File: src/rtl/pcs_rx_defs.svh
`ifndef PCS_RX_DEFS_SVH
`define PCS_RX_DEFS_SVH

////////////////////////////////////////
// widths
////////////////////////////////////////
`define PCS_CODED_W     66  // sync header + payload
`define PCS_DATA_W      64  // xgmii data, 8 lanes
`define PCS_CTRL_W      8   // one control bit per lane
`define PCS_SCR_W       58  // x^58 + x^39 + 1
`define PCS_RX_LATENCY  3   // descrambler, decoder, fsm

////////////////////////////////////////
// xgmii characters
////////////////////////////////////////
`define XGMII_IDLE   8'h07
`define XGMII_START  8'hFB
`define XGMII_TERM   8'hFD
`define XGMII_ERROR  8'hFE
`define XGMII_SEQ    8'h9C  // sequence ordered set, O code 0
`define XGMII_SIG    8'h5C  // signal ordered set, O code F

// 7-bit control codes inside a 64b/66b block
`define PCS_IDLE   7'h00
`define PCS_ERROR  7'h1E

////////////////////////////////////////
// block type field
////////////////////////////////////////
`define BT_CTRL   8'h1E
`define BT_START  8'h78
`define BT_ORDER  8'h4B
`define BT_T0     8'h87
`define BT_T1     8'h99
`define BT_T2     8'hAA
`define BT_T3     8'hB4
`define BT_T4     8'hCC
`define BT_T5     8'hD2
`define BT_T6     8'hE1
`define BT_T7     8'hFF

`endif

File: src/rtl/pcs_rx_pkg.sv
package pcs_rx_pkg;

  ////////////////////////////////////////
  // block class, decoder to fsm
  ////////////////////////////////////////
  typedef enum logic [2:0]
  {
    BLK_E,  // bad header, type, O code or character
    BLK_C,  // control or ordered set
    BLK_S,  // start
    BLK_D,  // data
    BLK_T   // any of T0..T7
  } block_class_t;

  ////////////////////////////////////////
  // receive fsm states
  ////////////////////////////////////////
  typedef enum logic [1:0]
  {
    RX_INIT,  // local fault until link sees C or S
    RX_C,     // between frames
    RX_D,     // inside a frame
    RX_E      // error, waiting for a legal block
  } rx_state_t;

endpackage

File: src/rtl/rx_descrambler.sv
`timescale 1ns/10ps
`include "pcs_rx_defs.svh"

module rx_descrambler
(
  input  logic                    i_clock,
  input  logic                    i_reset,
  input  logic                    i_valid,
  input  logic [`PCS_CODED_W-1:0] i_block,
  output logic                    o_valid,
  output logic [`PCS_CODED_W-1:0] o_block
);

  localparam int TAP_39 = 38;              // x^39 term
  localparam int TAP_58 = `PCS_SCR_W - 1;  // x^58 term

  logic [`PCS_SCR_W-1:0]  scr_state;   // last 58 received bits
  logic [`PCS_SCR_W-1:0]  scr_next;
  logic [`PCS_DATA_W-1:0] plain;

  // self-synchronising: the scrambled bit, not the result, feeds the state
  always_comb
  begin
    scr_next = scr_state;
    for (int i = 0; i < `PCS_DATA_W; i++)  // bit 0 goes first on the line
    begin
      plain[i] = i_block[i] ^ scr_next[TAP_39] ^ scr_next[TAP_58];
      scr_next = {scr_next[`PCS_SCR_W-2:0], i_block[i]};
    end
  end

  always_ff @(posedge i_clock)
  begin
    if (i_reset)
    begin
      scr_state <= '0;
      o_valid   <= 1'b0;
    end
    else
    begin
      o_valid <= i_valid;
      if (i_valid)
        scr_state <= scr_next;  // holds across gaps
    end
  end

  // header is never scrambled
  always_ff @(posedge i_clock)
  begin
    if (i_valid)
      o_block <= {i_block[`PCS_CODED_W-1:`PCS_DATA_W], plain};
  end

endmodule

File: src/rtl/decoder_comparator.sv
`timescale 1ns/10ps
`include "pcs_rx_defs.svh"

module decoder_comparator
  import pcs_rx_pkg::*;
(
  input  logic                    i_clock,
  input  logic                    i_reset,
  input  logic                    i_valid,
  input  logic [`PCS_CODED_W-1:0] i_rx_coded,
  output logic                    o_valid,
  output logic [`PCS_DATA_W-1:0]  o_rx_data,
  output logic [`PCS_CTRL_W-1:0]  o_rx_ctrl,
  output block_class_t            o_block_class
);

  localparam logic [1:0] SH_DATA   = 2'b01;
  localparam logic [1:0] SH_CTRL   = 2'b10;
  localparam int         NUM_LANES = `PCS_CTRL_W;
  localparam int         CHAR0_MSB = `PCS_DATA_W - 9;  // slot 0 sits right under the type byte

  logic [`PCS_CODED_W-1:0] rx_coded;   // latched block
  logic                    rx_valid;
  logic [1:0]              sync_hdr;
  logic [`PCS_DATA_W-1:0]  payload;
  logic [7:0]              block_type;
  logic [3:0]              o_code;
  logic [`PCS_DATA_W-1:0]  term_bytes;  // payload bytes 1..7 moved up one lane
  logic [7:0]              char_byte [NUM_LANES];
  logic [NUM_LANES-1:0]    char_ok;     // slot j holds 00 or 1E
  logic                    term_hit;
  logic [2:0]              term_k;      // lane of the /T/
  logic                    fill_ok;
  logic [`PCS_DATA_W-1:0]  dec_data;
  logic [`PCS_CTRL_W-1:0]  dec_ctrl;
  block_class_t            dec_class;

  // 7-bit code to xgmii char, msb flags a legal code
  function automatic logic [8:0] map_char(input logic [6:0] pcs_char);
    case (pcs_char)
      `PCS_IDLE:
        map_char = {1'b1, `XGMII_IDLE};
      `PCS_ERROR:
        map_char = {1'b1, `XGMII_ERROR};
      default:
        map_char = {1'b0, `XGMII_ERROR};  // anything else is an error block
    endcase
  endfunction

  ////////////////////////////////////////
  // input latch
  ////////////////////////////////////////
  always_ff @(posedge i_clock)
  begin
    if (i_reset)
      rx_valid <= 1'b0;
    else
      rx_valid <= i_valid;
  end

  always_ff @(posedge i_clock)
  begin
    if (i_valid)
      rx_coded <= i_rx_coded;
  end

  ////////////////////////////////////////
  // field split
  ////////////////////////////////////////
  assign sync_hdr   = rx_coded[`PCS_CODED_W-1 -: 2];   // 65:64
  assign payload    = rx_coded[`PCS_DATA_W-1:0];
  assign block_type = payload[`PCS_DATA_W-1 -: 8];     // top byte
  assign o_code     = payload[31:28];                  // ordered set O code
  assign term_bytes = {payload[`PCS_DATA_W-9:0], 8'h00};

  // every slot is mapped, each block type picks the ones it needs
  always_comb
  begin
    for (int j = 0; j < NUM_LANES; j++)
    begin
      {char_ok[j], char_byte[j]} = map_char(payload[CHAR0_MSB-7*j -: 7]);
    end
  end

  // terminate type to lane of /T/
  always_comb
  begin
    term_hit = 1'b1;
    term_k   = 3'd0;
    case (block_type)
      `BT_T0: term_k = 3'd0;
      `BT_T1: term_k = 3'd1;
      `BT_T2: term_k = 3'd2;
      `BT_T3: term_k = 3'd3;
      `BT_T4: term_k = 3'd4;
      `BT_T5: term_k = 3'd5;
      `BT_T6: term_k = 3'd6;
      `BT_T7: term_k = 3'd7;
      default: term_hit = 1'b0;
    endcase
  end

  ////////////////////////////////////////
  // decode and classify
  ////////////////////////////////////////
  always_comb
  begin
    dec_data  = {NUM_LANES{`XGMII_ERROR}};  // error block unless a check passes
    dec_ctrl  = '1;
    dec_class = BLK_E;
    fill_ok   = 1'b1;
    if (sync_hdr == SH_DATA)
    begin
      dec_data  = payload;
      dec_ctrl  = '0;
      dec_class = BLK_D;
    end
    else if (sync_hdr == SH_CTRL)
    begin
      if (block_type == `BT_CTRL)
      begin
        for (int j = 0; j < NUM_LANES; j++)
        begin
          dec_data[`PCS_DATA_W-1-8*j -: 8] = char_byte[j];
        end
        if (&char_ok)
          dec_class = BLK_C;
      end
      else if (block_type == `BT_START)
      begin
        dec_data  = {`XGMII_START, payload[`PCS_DATA_W-9:0]};  // /S/ then D1..D7
        dec_ctrl  = 8'h80;
        dec_class = BLK_S;
      end
      else if (block_type == `BT_ORDER)
      begin
        // lanes 4..7 carry idle, only code 00 is legal there
        fill_ok  = (payload[27:0] == '0);
        dec_data = {(o_code == 4'hF) ? `XGMII_SIG : `XGMII_SEQ,
                    payload[`PCS_DATA_W-9:32],
                    {4{`XGMII_IDLE}}};
        dec_ctrl = 8'h8F;
        if (fill_ok && ((o_code == 4'h0) || (o_code == 4'hF)))
          dec_class = BLK_C;
      end
      else if (term_hit)
      begin
        for (int j = 0; j < NUM_LANES; j++)
        begin
          if (j == term_k)
            dec_data[`PCS_DATA_W-1-8*j -: 8] = `XGMII_TERM;
          else if (j > term_k)
          begin
            dec_data[`PCS_DATA_W-1-8*j -: 8] = char_byte[j];  // fill after /T/
            fill_ok = fill_ok & char_ok[j];
          end
          else
            dec_data[`PCS_DATA_W-1-8*j -: 8] = term_bytes[`PCS_DATA_W-1-8*j -: 8];
        end
        dec_ctrl = {`PCS_CTRL_W{1'b1}} >> term_k;  // lane k and up are control
        if (fill_ok)
          dec_class = BLK_T;
      end
    end
  end

  assign o_valid       = rx_valid;
  assign o_rx_data     = dec_data;
  assign o_rx_ctrl     = dec_ctrl;
  assign o_block_class = dec_class;

endmodule

File: src/rtl/rx_state_machine.sv
`timescale 1ns/10ps
`include "pcs_rx_defs.svh"

module rx_state_machine
  import pcs_rx_pkg::*;
(
  input  logic                   i_clock,
  input  logic                   i_reset,
  input  logic                   i_valid,
  input  logic [`PCS_DATA_W-1:0] i_rx_data,
  input  logic [`PCS_CTRL_W-1:0] i_rx_ctrl,
  input  block_class_t           i_block_class,
  output logic                   o_valid,
  output logic [`PCS_DATA_W-1:0] o_rx_data,
  output logic [`PCS_CTRL_W-1:0] o_rx_ctrl
);

  // local fault: sequence ordered set with 01 in lane 3
  localparam logic [`PCS_DATA_W-1:0] LF_DATA  = {`XGMII_SEQ, 8'h00, 8'h00, 8'h01, 32'h0};
  localparam logic [`PCS_CTRL_W-1:0] LF_CTRL  = 8'h80;
  localparam logic [`PCS_DATA_W-1:0] ERR_DATA = {`PCS_CTRL_W{`XGMII_ERROR}};
  localparam logic [`PCS_CTRL_W-1:0] ERR_CTRL = '1;

  rx_state_t state;
  rx_state_t next_state;
  logic      pass;     // decoded word goes out
  logic      send_lf;  // local fault goes out

  ////////////////////////////////////////
  // block order check
  ////////////////////////////////////////
  always_comb
  begin
    next_state = state;
    pass       = 1'b0;
    send_lf    = 1'b0;
    case (state)
      RX_INIT:
      begin
        send_lf = 1'b1;  // link not up yet, even C or S is masked
        if (i_block_class == BLK_C)
          next_state = RX_C;
        else if (i_block_class == BLK_S)
          next_state = RX_D;
        else
        begin
          next_state = RX_E;
          send_lf    = 1'b0;
        end
      end
      RX_C:
      begin
        pass = (i_block_class == BLK_C) || (i_block_class == BLK_S);
        if (i_block_class == BLK_S)
          next_state = RX_D;
        else if (i_block_class != BLK_C)
          next_state = RX_E;  // D or T outside a frame
      end
      RX_D:
      begin
        pass = (i_block_class == BLK_D) || (i_block_class == BLK_T);
        if (i_block_class == BLK_T)
          next_state = RX_C;  // frame closed
        else if (i_block_class != BLK_D)
          next_state = RX_E;
      end
      default:  // RX_E, S alone does not recover
      begin
        pass = 1'b1;
        if ((i_block_class == BLK_C) || (i_block_class == BLK_T))
          next_state = RX_C;
        else if (i_block_class == BLK_D)
          next_state = RX_D;
        else
          pass = 1'b0;
      end
    endcase
  end

  always_ff @(posedge i_clock)
  begin
    if (i_reset)
    begin
      state   <= RX_INIT;
      o_valid <= 1'b0;
    end
    else
    begin
      o_valid <= i_valid;
      if (i_valid)
        state <= next_state;
    end
  end

  // output word, decoded / local fault / error block
  always_ff @(posedge i_clock)
  begin
    if (i_valid)
    begin
      if (pass)
      begin
        o_rx_data <= i_rx_data;
        o_rx_ctrl <= i_rx_ctrl;
      end
      else if (send_lf)
      begin
        o_rx_data <= LF_DATA;
        o_rx_ctrl <= LF_CTRL;
      end
      else
      begin
        o_rx_data <= ERR_DATA;
        o_rx_ctrl <= ERR_CTRL;
      end
    end
  end

endmodule

File: src/rtl/pcs_rx_top.sv
`timescale 1ns/10ps
`include "pcs_rx_defs.svh"

module pcs_rx_top
  import pcs_rx_pkg::*;
(
  input  logic                    i_clock,
  input  logic                    i_reset,
  input  logic                    i_valid,
  input  logic [`PCS_CODED_W-1:0] i_rx_coded,
  output logic                    o_valid,
  output logic [`PCS_DATA_W-1:0]  o_rx_data,
  output logic [`PCS_CTRL_W-1:0]  o_rx_ctrl
);

  ////////////////////////////////////////
  // stage wires
  ////////////////////////////////////////
  logic                    scr_valid;   // descrambler -> decoder
  logic [`PCS_CODED_W-1:0] scr_block;
  logic                    dec_valid;   // decoder -> fsm
  logic [`PCS_DATA_W-1:0]  dec_data;
  logic [`PCS_CTRL_W-1:0]  dec_ctrl;
  block_class_t            dec_class;

  rx_descrambler u_descrambler
  (
    .i_clock (i_clock),
    .i_reset (i_reset),
    .i_valid (i_valid),
    .i_block (i_rx_coded),
    .o_valid (scr_valid),
    .o_block (scr_block)
  );

  decoder_comparator u_decoder
  (
    .i_clock       (i_clock),
    .i_reset       (i_reset),
    .i_valid       (scr_valid),
    .i_rx_coded    (scr_block),
    .o_valid       (dec_valid),
    .o_rx_data     (dec_data),
    .o_rx_ctrl     (dec_ctrl),
    .o_block_class (dec_class)
  );

  rx_state_machine u_rx_fsm
  (
    .i_clock       (i_clock),
    .i_reset       (i_reset),
    .i_valid       (dec_valid),
    .i_rx_data     (dec_data),
    .i_rx_ctrl     (dec_ctrl),
    .i_block_class (dec_class),
    .o_valid       (o_valid),
    .o_rx_data     (o_rx_data),
    .o_rx_ctrl     (o_rx_ctrl)
  );

endmodule

File: config.mk
export PLATFORM = sky130hd
export DESIGN_NAME = pcs_rx_top
export DESIGN_NICKNAME = d
export VERILOG_FILES = /design/src/rtl/pcs_rx_pkg.sv /design/src/rtl/rx_descrambler.sv /design/src/rtl/decoder_comparator.sv /design/src/rtl/rx_state_machine.sv /design/src/rtl/pcs_rx_top.sv
export VERILOG_INCLUDE_DIRS = /design/src /design/src/rtl
export SDC_FILE = /design/constraint.sdc
export NUM_CORES = 1
export LEC_CHECK = 0
export ABC_AREA = 1
export BUFFER_PORTS_ARGS = -buffer_cell sky130_fd_sc_hd__buf_2
export CAP_MARGIN = 15
export CELL_PAD_IN_SITES_DETAIL_PLACEMENT = 1
export CELL_PAD_IN_SITES_GLOBAL_PLACEMENT = 1
export CORE_UTILIZATION = 34
export DETAILED_ROUTE_END_ITERATION = 6
export GPL_TIMING_DRIVEN = 0
export PLACE_DENSITY_LB_ADDON = 0.05
export SLEW_MARGIN = 20
export SYNTH_ARGS = -nofsm -noshare
export SYNTH_HDL_FRONTEND = slang
export SYNTH_SLANG_ARGS = --single-unit
export TNS_END_PERCENT = 50
File: constraint.sdc
create_clock -name i_clock -period 3.42 [get_ports i_clock]
set_input_delay 0.684 -clock i_clock [delete_from_list [all_inputs] [get_ports i_clock]]
set_output_delay 0.684 -clock i_clock [all_outputs]
set_load 0.01 [all_outputs]
* Word level (Yosys, flattened, before mapping) *
Index checks and enable logic that the tools add are counted.

word-level totals
  output and inout bits = 73
  flip-flop bits (word level) = 267
  word-level logic and storage cells = 333
  bits of input ports = 69

cells by class
  eq/ne operators = 39
  bitwise logic cells = 134
  order comparisons = 7
  muxes and demuxes = 122
  shift-type cells = 1
  reductions and logical operators = 21

operators with widths
  operator                                                           count
  64-bit 2-to-1 mux                                                  7
  8-bit 2-to-1 mux                                                   23
  9-bit case mux with 2 select lines                                 8
  1-bit XOR                                                          128
  1-bit 2-to-1 mux                                                   65
  8-bit == test, second input constant                               8
  63-bit 2-to-1 mux                                                  1
  7-bit by 5-bit == test with 1-bit output, second input constant    8
  7-bit logical NOT                                                  8
  28-bit logical NOT                                                 1
  3-bit 2-to-1 mux                                                   7
  3-bit case mux with 7 select lines                                 1
  8-bit by 7-bit == test with 1-bit output, second input constant    2
  2-bit 2-to-1 mux                                                   7
  3-bit == test, first input constant                                4
  3-bit greater-than comparator, first input constant                4
  3-bit by 1-bit != test with 1-bit output, second input constant    3
  8-bit by 5-bit == test with 1-bit output, second input constant    1
  8-bit AND reduction                                                1
  8-bit OR reduction                                                 1
  8-bit by 3-bit >> shifter with 8-bit output, first input constant  1
  7-bit 2-to-1 mux                                                   1
  1-bit AND                                                          6
  2-bit by 3-bit == test with 1-bit output, first input constant     2
  other kinds (19)                                                   26

* Depth between registers and ports, before layout *
  depth in word-level cells = 78
  depth in mapped cells = 18

* Hierarchy *
From an unflattened synthesis, not the netlist that was laid out.

second synthesis, totals
  cells, all modules = 1769
  area, all modules = 14187.4 µm²

modules (own cells, without submodules)
  module              times used  area an instance (µm²)  cells an instance
  rx_descrambler      1           6147.1                  827
  decoder_comparator  1           4902.2                  655
  rx_state_machine    1           3138.0                  287

* Worst setup path before layout *
OpenSTA, ideal clock, no wires.

  path type = register -> register
  start = register u_decoder.rx_valid (netlist: u_decoder.o_valid)
  end = register u_rx_fsm.state[1]
  path slack = 0.885 ns
  arrival = 2.426 ns
  stages on the path, launching flop included = 6
  path buffers = 0
  setup time = 0.109 ns
  cells stage by stage = dfxtp_1 nand3_1 inv_1 nand3_1 nand2_1 inv_1

on the way
  cells in the longest elaborated chain, start to end = 1

ends and longest elaborated chain
  item                                  RTL line                  text
  start, declared                       decoder_comparator.sv:23  logic rx_valid;
  start signal, assigned                decoder_comparator.sv:58  rx_valid <= i_valid;
  4-bit AND reduction (no source line)  -
  end signal, assigned                  rx_state_machine.sv:91    state <= next_state;
  end, declared                         rx_state_machine.sv:24    rx_state_t state;

Every way passes these cells.
A chain may end at the register's enable or synchronous reset.

* Worst setup path in the final report *
  start = register u_decoder.rx_coded[17]
  end = register u_rx_fsm.o_rx_data[32] (data pin)

on the way
  cells in the longest elaborated chain, start to end = 42

ends and longest elaborated chain
  item                                                                           RTL line                                        text
  start, declared                                                                decoder_comparator.sv:22                        logic [`PCS_CODED_W-1:0] rx_coded;
  start signal, assigned                                                         decoder_comparator.sv:64                        rx_coded <= i_rx_coded;
  7-bit by 5-bit == test with 1-bit output or 7-bit logical NOT (tied branches)  decoder_comparator.sv:40                        case (pcs_char)
  9-bit case mux with 2 select lines                                             decoder_comparator.sv:40
  1-bit AND                                                                      decoder_comparator.sv:155                       fill_ok = fill_ok & char_ok[j];
  1-bit 2-to-1 mux                                                               decoder_comparator.sv:152                       else if (j > term_k)
  1-bit 2-to-1 mux                                                               decoder_comparator.sv:150                       if (j == term_k)
  1-bit 2-to-1 mux                                                               decoder_comparator.sv:146                       else if (term_hit)
  1-bit 2-to-1 mux                                                               decoder_comparator.sv:135                       else if (block_type == `BT_ORDER)
  1-bit 2-to-1 mux                                                               decoder_comparator.sv:129                       else if (block_type == `BT_START)
  (+26 left out)                                                                 -
  3-bit 2-to-1 mux *                                                             decoder_comparator.sv:118                       else if (sync_hdr == SH_CTRL)
  3-bit 2-to-1 mux *                                                             decoder_comparator.sv:112                       if (sync_hdr == SH_DATA)
  3-bit by 2-bit == test with 1-bit output                                       rx_state_machine.sv:43, rx_state_machine.sv:53
  1-bit 2-to-1 mux                                                               rx_state_machine.sv:43                          else if (i_block_class == BLK_S)
  1-bit 2-to-1 mux                                                               rx_state_machine.sv:41                          if (i_block_class == BLK_C)
  1-bit 2-to-1 mux                                                               rx_state_machine.sv:37                          case (state)
  63-bit 2-to-1 mux                                                              rx_state_machine.sv:105                         else if (send_lf)
  64-bit 2-to-1 mux *                                                            rx_state_machine.sv:100                         if (pass)
  end signal, assigned                                                           rx_state_machine.sv:102                         o_rx_data <= i_rx_data;
  end, declared                                                                  rx_state_machine.sv:14                          output logic [`PCS_DATA_W-1:0] o_rx_data,

Mark *: on every way between the ends. The rest lies on a longest branch, timed or not. The select of a mux whose other input is x is not followed.

==> impl_metrics.env <==
export IMPL_placed_cells=2023
export IMPL_timing_final_crit_period_ns=3.17
export IMPL_synth_edf_count=204
export IMPL_wire_per_inst_um=22.5
export IMPL_syn_inst=1369
export IMPL_yosys_top_cells_count="316 x nand2_1, 204 x edfxtp_1, 128 x xnor2_1"
export IMPL_critPathLaunchType="flip-flop"
export IMPL_clock_skew_final_ns=0.0157
export IMPL_drt_iter0_drc=592
export IMPL_syn_area_per_cell_sq_um=9.44
export IMPL_die_height_um=197
export IMPL_setup_slack_ns=0.246
export IMPL_die_x_um=197
export IMPL_synth_top_flop_cell="edfxtp_1"
export IMPL_cap_violations=0
export IMPL_layout_cells_non_filler=2077
export IMPL_max_freq_mhz=315
export IMPL_coreArea_sq_um=37500
export IMPL_maxSlewViolCount=0
export IMPL_multi_input_area_sq_um=4860
export IMPL_grt_pass1_vias=10500
export IMPL_cts_tree="done"
export IMPL_clock_path_buffers=3
export IMPL_dieArea_sq_um=38800
export IMPL_io_buffer_count=140
export IMPL_yosysMostFrequentCell="nand2_1"
export IMPL_cp_arrival_ns=3.60
export IMPL_drtAntennaViolNets=0
export IMPL_syn_num_nets=1438
export IMPL_first_pass_iters=5
export IMPL_place_congestion=0.905
export IMPL_dp_hpwl_um=37600
export IMPL_clk_pin_slew_worst_paths_ns=0.06
export IMPL_synth_top_area_cell="edfxtp_1"
export IMPL_slew_headroom=0.404
export IMPL_clock_sinks=267
export IMPL_crit_required_ns=3.84
export IMPL_synthesis_area_sq_um=12900
export IMPL_synthArstFlopShare=0
export IMPL_pwr_density_cell_nw_per_um2=505
export IMPL_ys_warn_count=0
export IMPL_drc=0
export IMPL_io_pin_count=142
export IMPL_pre_cts_ws_ns=0.0791
export IMPL_grt_ovfl_total=0
export IMPL_cts_max_level=1
export IMPL_setup_tns_ns=0
export IMPL_power_uw=7730
export IMPL_status="complete, no violations"
export IMPL_p_leak_uw=0.00550
export IMPL_hold_violations=0
export IMPL_area_growth_synth_to_final_pct=18.4
export IMPL_reg2reg_slack_ns=0.25
export IMPL_ys_ff_latch=267
export IMPL_synth_area_leaders="edfxtp_1 47%, dfxtp_1 9.8%, nand2_1 9.2%"
export IMPL_initial_core_util=0.345
export IMPL_grt_max_degree=61
export IMPL_nFillCells=4375
export IMPL_cts_made_buffers=30
export IMPL_end_kind="flip-flop"
export IMPL_crit_fanout=10
export IMPL_wirelength_um=46700
export IMPL_hp_class="input pin to flip-flop"
export IMPL_rsz0062_at_grt="false"
export IMPL_insertedDiodeCount=0
export IMPL_grt_usage=0.245
export IMPL_crit_type="flip-flop to flip-flop"
export IMPL_register_area_sq_um=7390
export IMPL_synth_distinct_cells=36
export IMPL_drive_above_1_share=0.148
export IMPL_clk_latency_ns=0.57
export IMPL_synth_top_area_share=0.474
export IMPL_grt_pass1_wl_um=69400
export IMPL_vias=10300
export IMPL_post_route_period_util=0.928
export IMPL_setup_viol_count_final=0
export IMPL_via_per_inst=4.94
export IMPL_root_buffer="clkbuf_16"
export IMPL_nets=1613
export IMPL_yosysSeqAreaShare=0.572
export IMPL_worst_hold_slack_ns=0.302
export IMPL_row_count=71
export IMPL_max_vdd_ir_drop_uv=328
export IMPL_tightestPinTransition_ns=0.884
export IMPL_antenna_found_initial=0
==> layer usage <==
metal	GRT usage	routed length (um)
met1	0.315	20800
met2	0.424	22500
met3	0.0287	1860
met4	0.0881	1540
met5	0	0
==> final cells by class <==
cell class,instances,share of cell area
Buffer,66,0.0204
Clock buffer,43,0.0556
Clock inverter,11,0.00581
Inverter,98,0.0240
Multi-Input combinational cell,938,0.318
Sequential cell,267,0.483
Tap cell,511,0.0418
Timing Repair Buffer,143,0.0513
==> path summary, 6_finish.rpt <==
path | endpoint | start | cells past startpoint
hold / removal | u_descrambler.o_block[65]$_DFFE_PP_ | i_rx_coded[65] | 1
setup reg to reg | u_rx_fsm.o_rx_data[32]$_DFFE_PP_ | u_decoder.rx_coded[17]$_DFFE_PP_ | 12
setup / recovery | u_rx_fsm.o_rx_data[32]$_DFFE_PP_ | u_decoder.rx_coded[17]$_DFFE_PP_ | 12
hold reg to reg | u_decoder.rx_coded[44]$_DFFE_PP_ | u_descrambler.o_block[44]$_DFFE_PP_ | 0
==> cells by family after synthesis <==
logic type,synth area share
AND/OR/NAND/NOR,0.181
AO/OA/AOI/OAI,0.108
buffers and inverters,0.0527
flip-flops,0.572
XOR/XNOR,0.0868
==> worst max-delay path, stage by stage, from the launching register on <==
cell,delay [ns]
edfxtp_1,0.52
nor3_1,0.30
nand3_1,0.26
o21ai_0,0.30
nand2_1,0.12
nor2_1,0.11
nand2_1,0.09
nand2_1,0.19
nand2_2,0.12
nand4_2,0.15
buf_1,0.43
nand3_1,0.29
nand2_1,0.15
==> what timing repair did <==
action                                 4_1_cts  5_1_grt
hold buffers                                 0        0
buffers inserted                             0        0
setup endpoints to repair                    0        7
gates resized for setup                      0        2
endpoints found under the hold margin        0        0
==> cell usage in the layout, fill, tap and decap left out, types with 2 or more instances in the layout <==
master / count
nor4_1: 2
nand2_1: 316
nor2_4: 2
clkbuf_1: 52
dfxtp_1: 61
nand2_2: 12
buf_1: 5
o21ai_0: 77
buf_4: 3
o221ai_1: 2
buf_2: 149
clkinvlp_4: 2
clkbuf_16: 31
o211ai_1: 11
inv_1: 93
edfxtp_1: 204
nand4_1: 16
clkinv_2: 5
nand3_1: 92
nor2_2: 2
nor2_1: 99
a31oi_1: 2
clkinv_1: 2
buf_6: 6
inv_2: 5
a21oi_1: 125
dfxtp_4: 2
a22oi_1: 20
o2111ai_1: 5
clkbuf_8: 3
xnor2_1: 128
nor3_1: 11
o22ai_1: 7
buf_16: 3
==> power by group <==
group          switching (uW)  total [uW]  internal [uW]
clock network            1270        3070           1790
registers                 153        3880           3730
logic                     509         776            267
total                    1940        7730           5790
==> per-stage QoR <==
stage	instance area (sq um)	utilization
after floorplan	12900	-
after global placement	14300	0.380
after detailed placement	14400	0.383
after CTS	15300	0.408
after global routing	15300	0.408
final	15300	0.408
==> sequential cells by signal, indices dropped and copies added (netlist names), 2 cells and up <==
register and cells:
u_descrambler.o_block 66, u_decoder.rx_coded 66, u_rx_fsm.o_rx_ctrl 8, u_descrambler.scr_state 58, u_rx_fsm.o_rx_data 64, u_rx_fsm.state 2
Power figures use the tool's default switching activity.
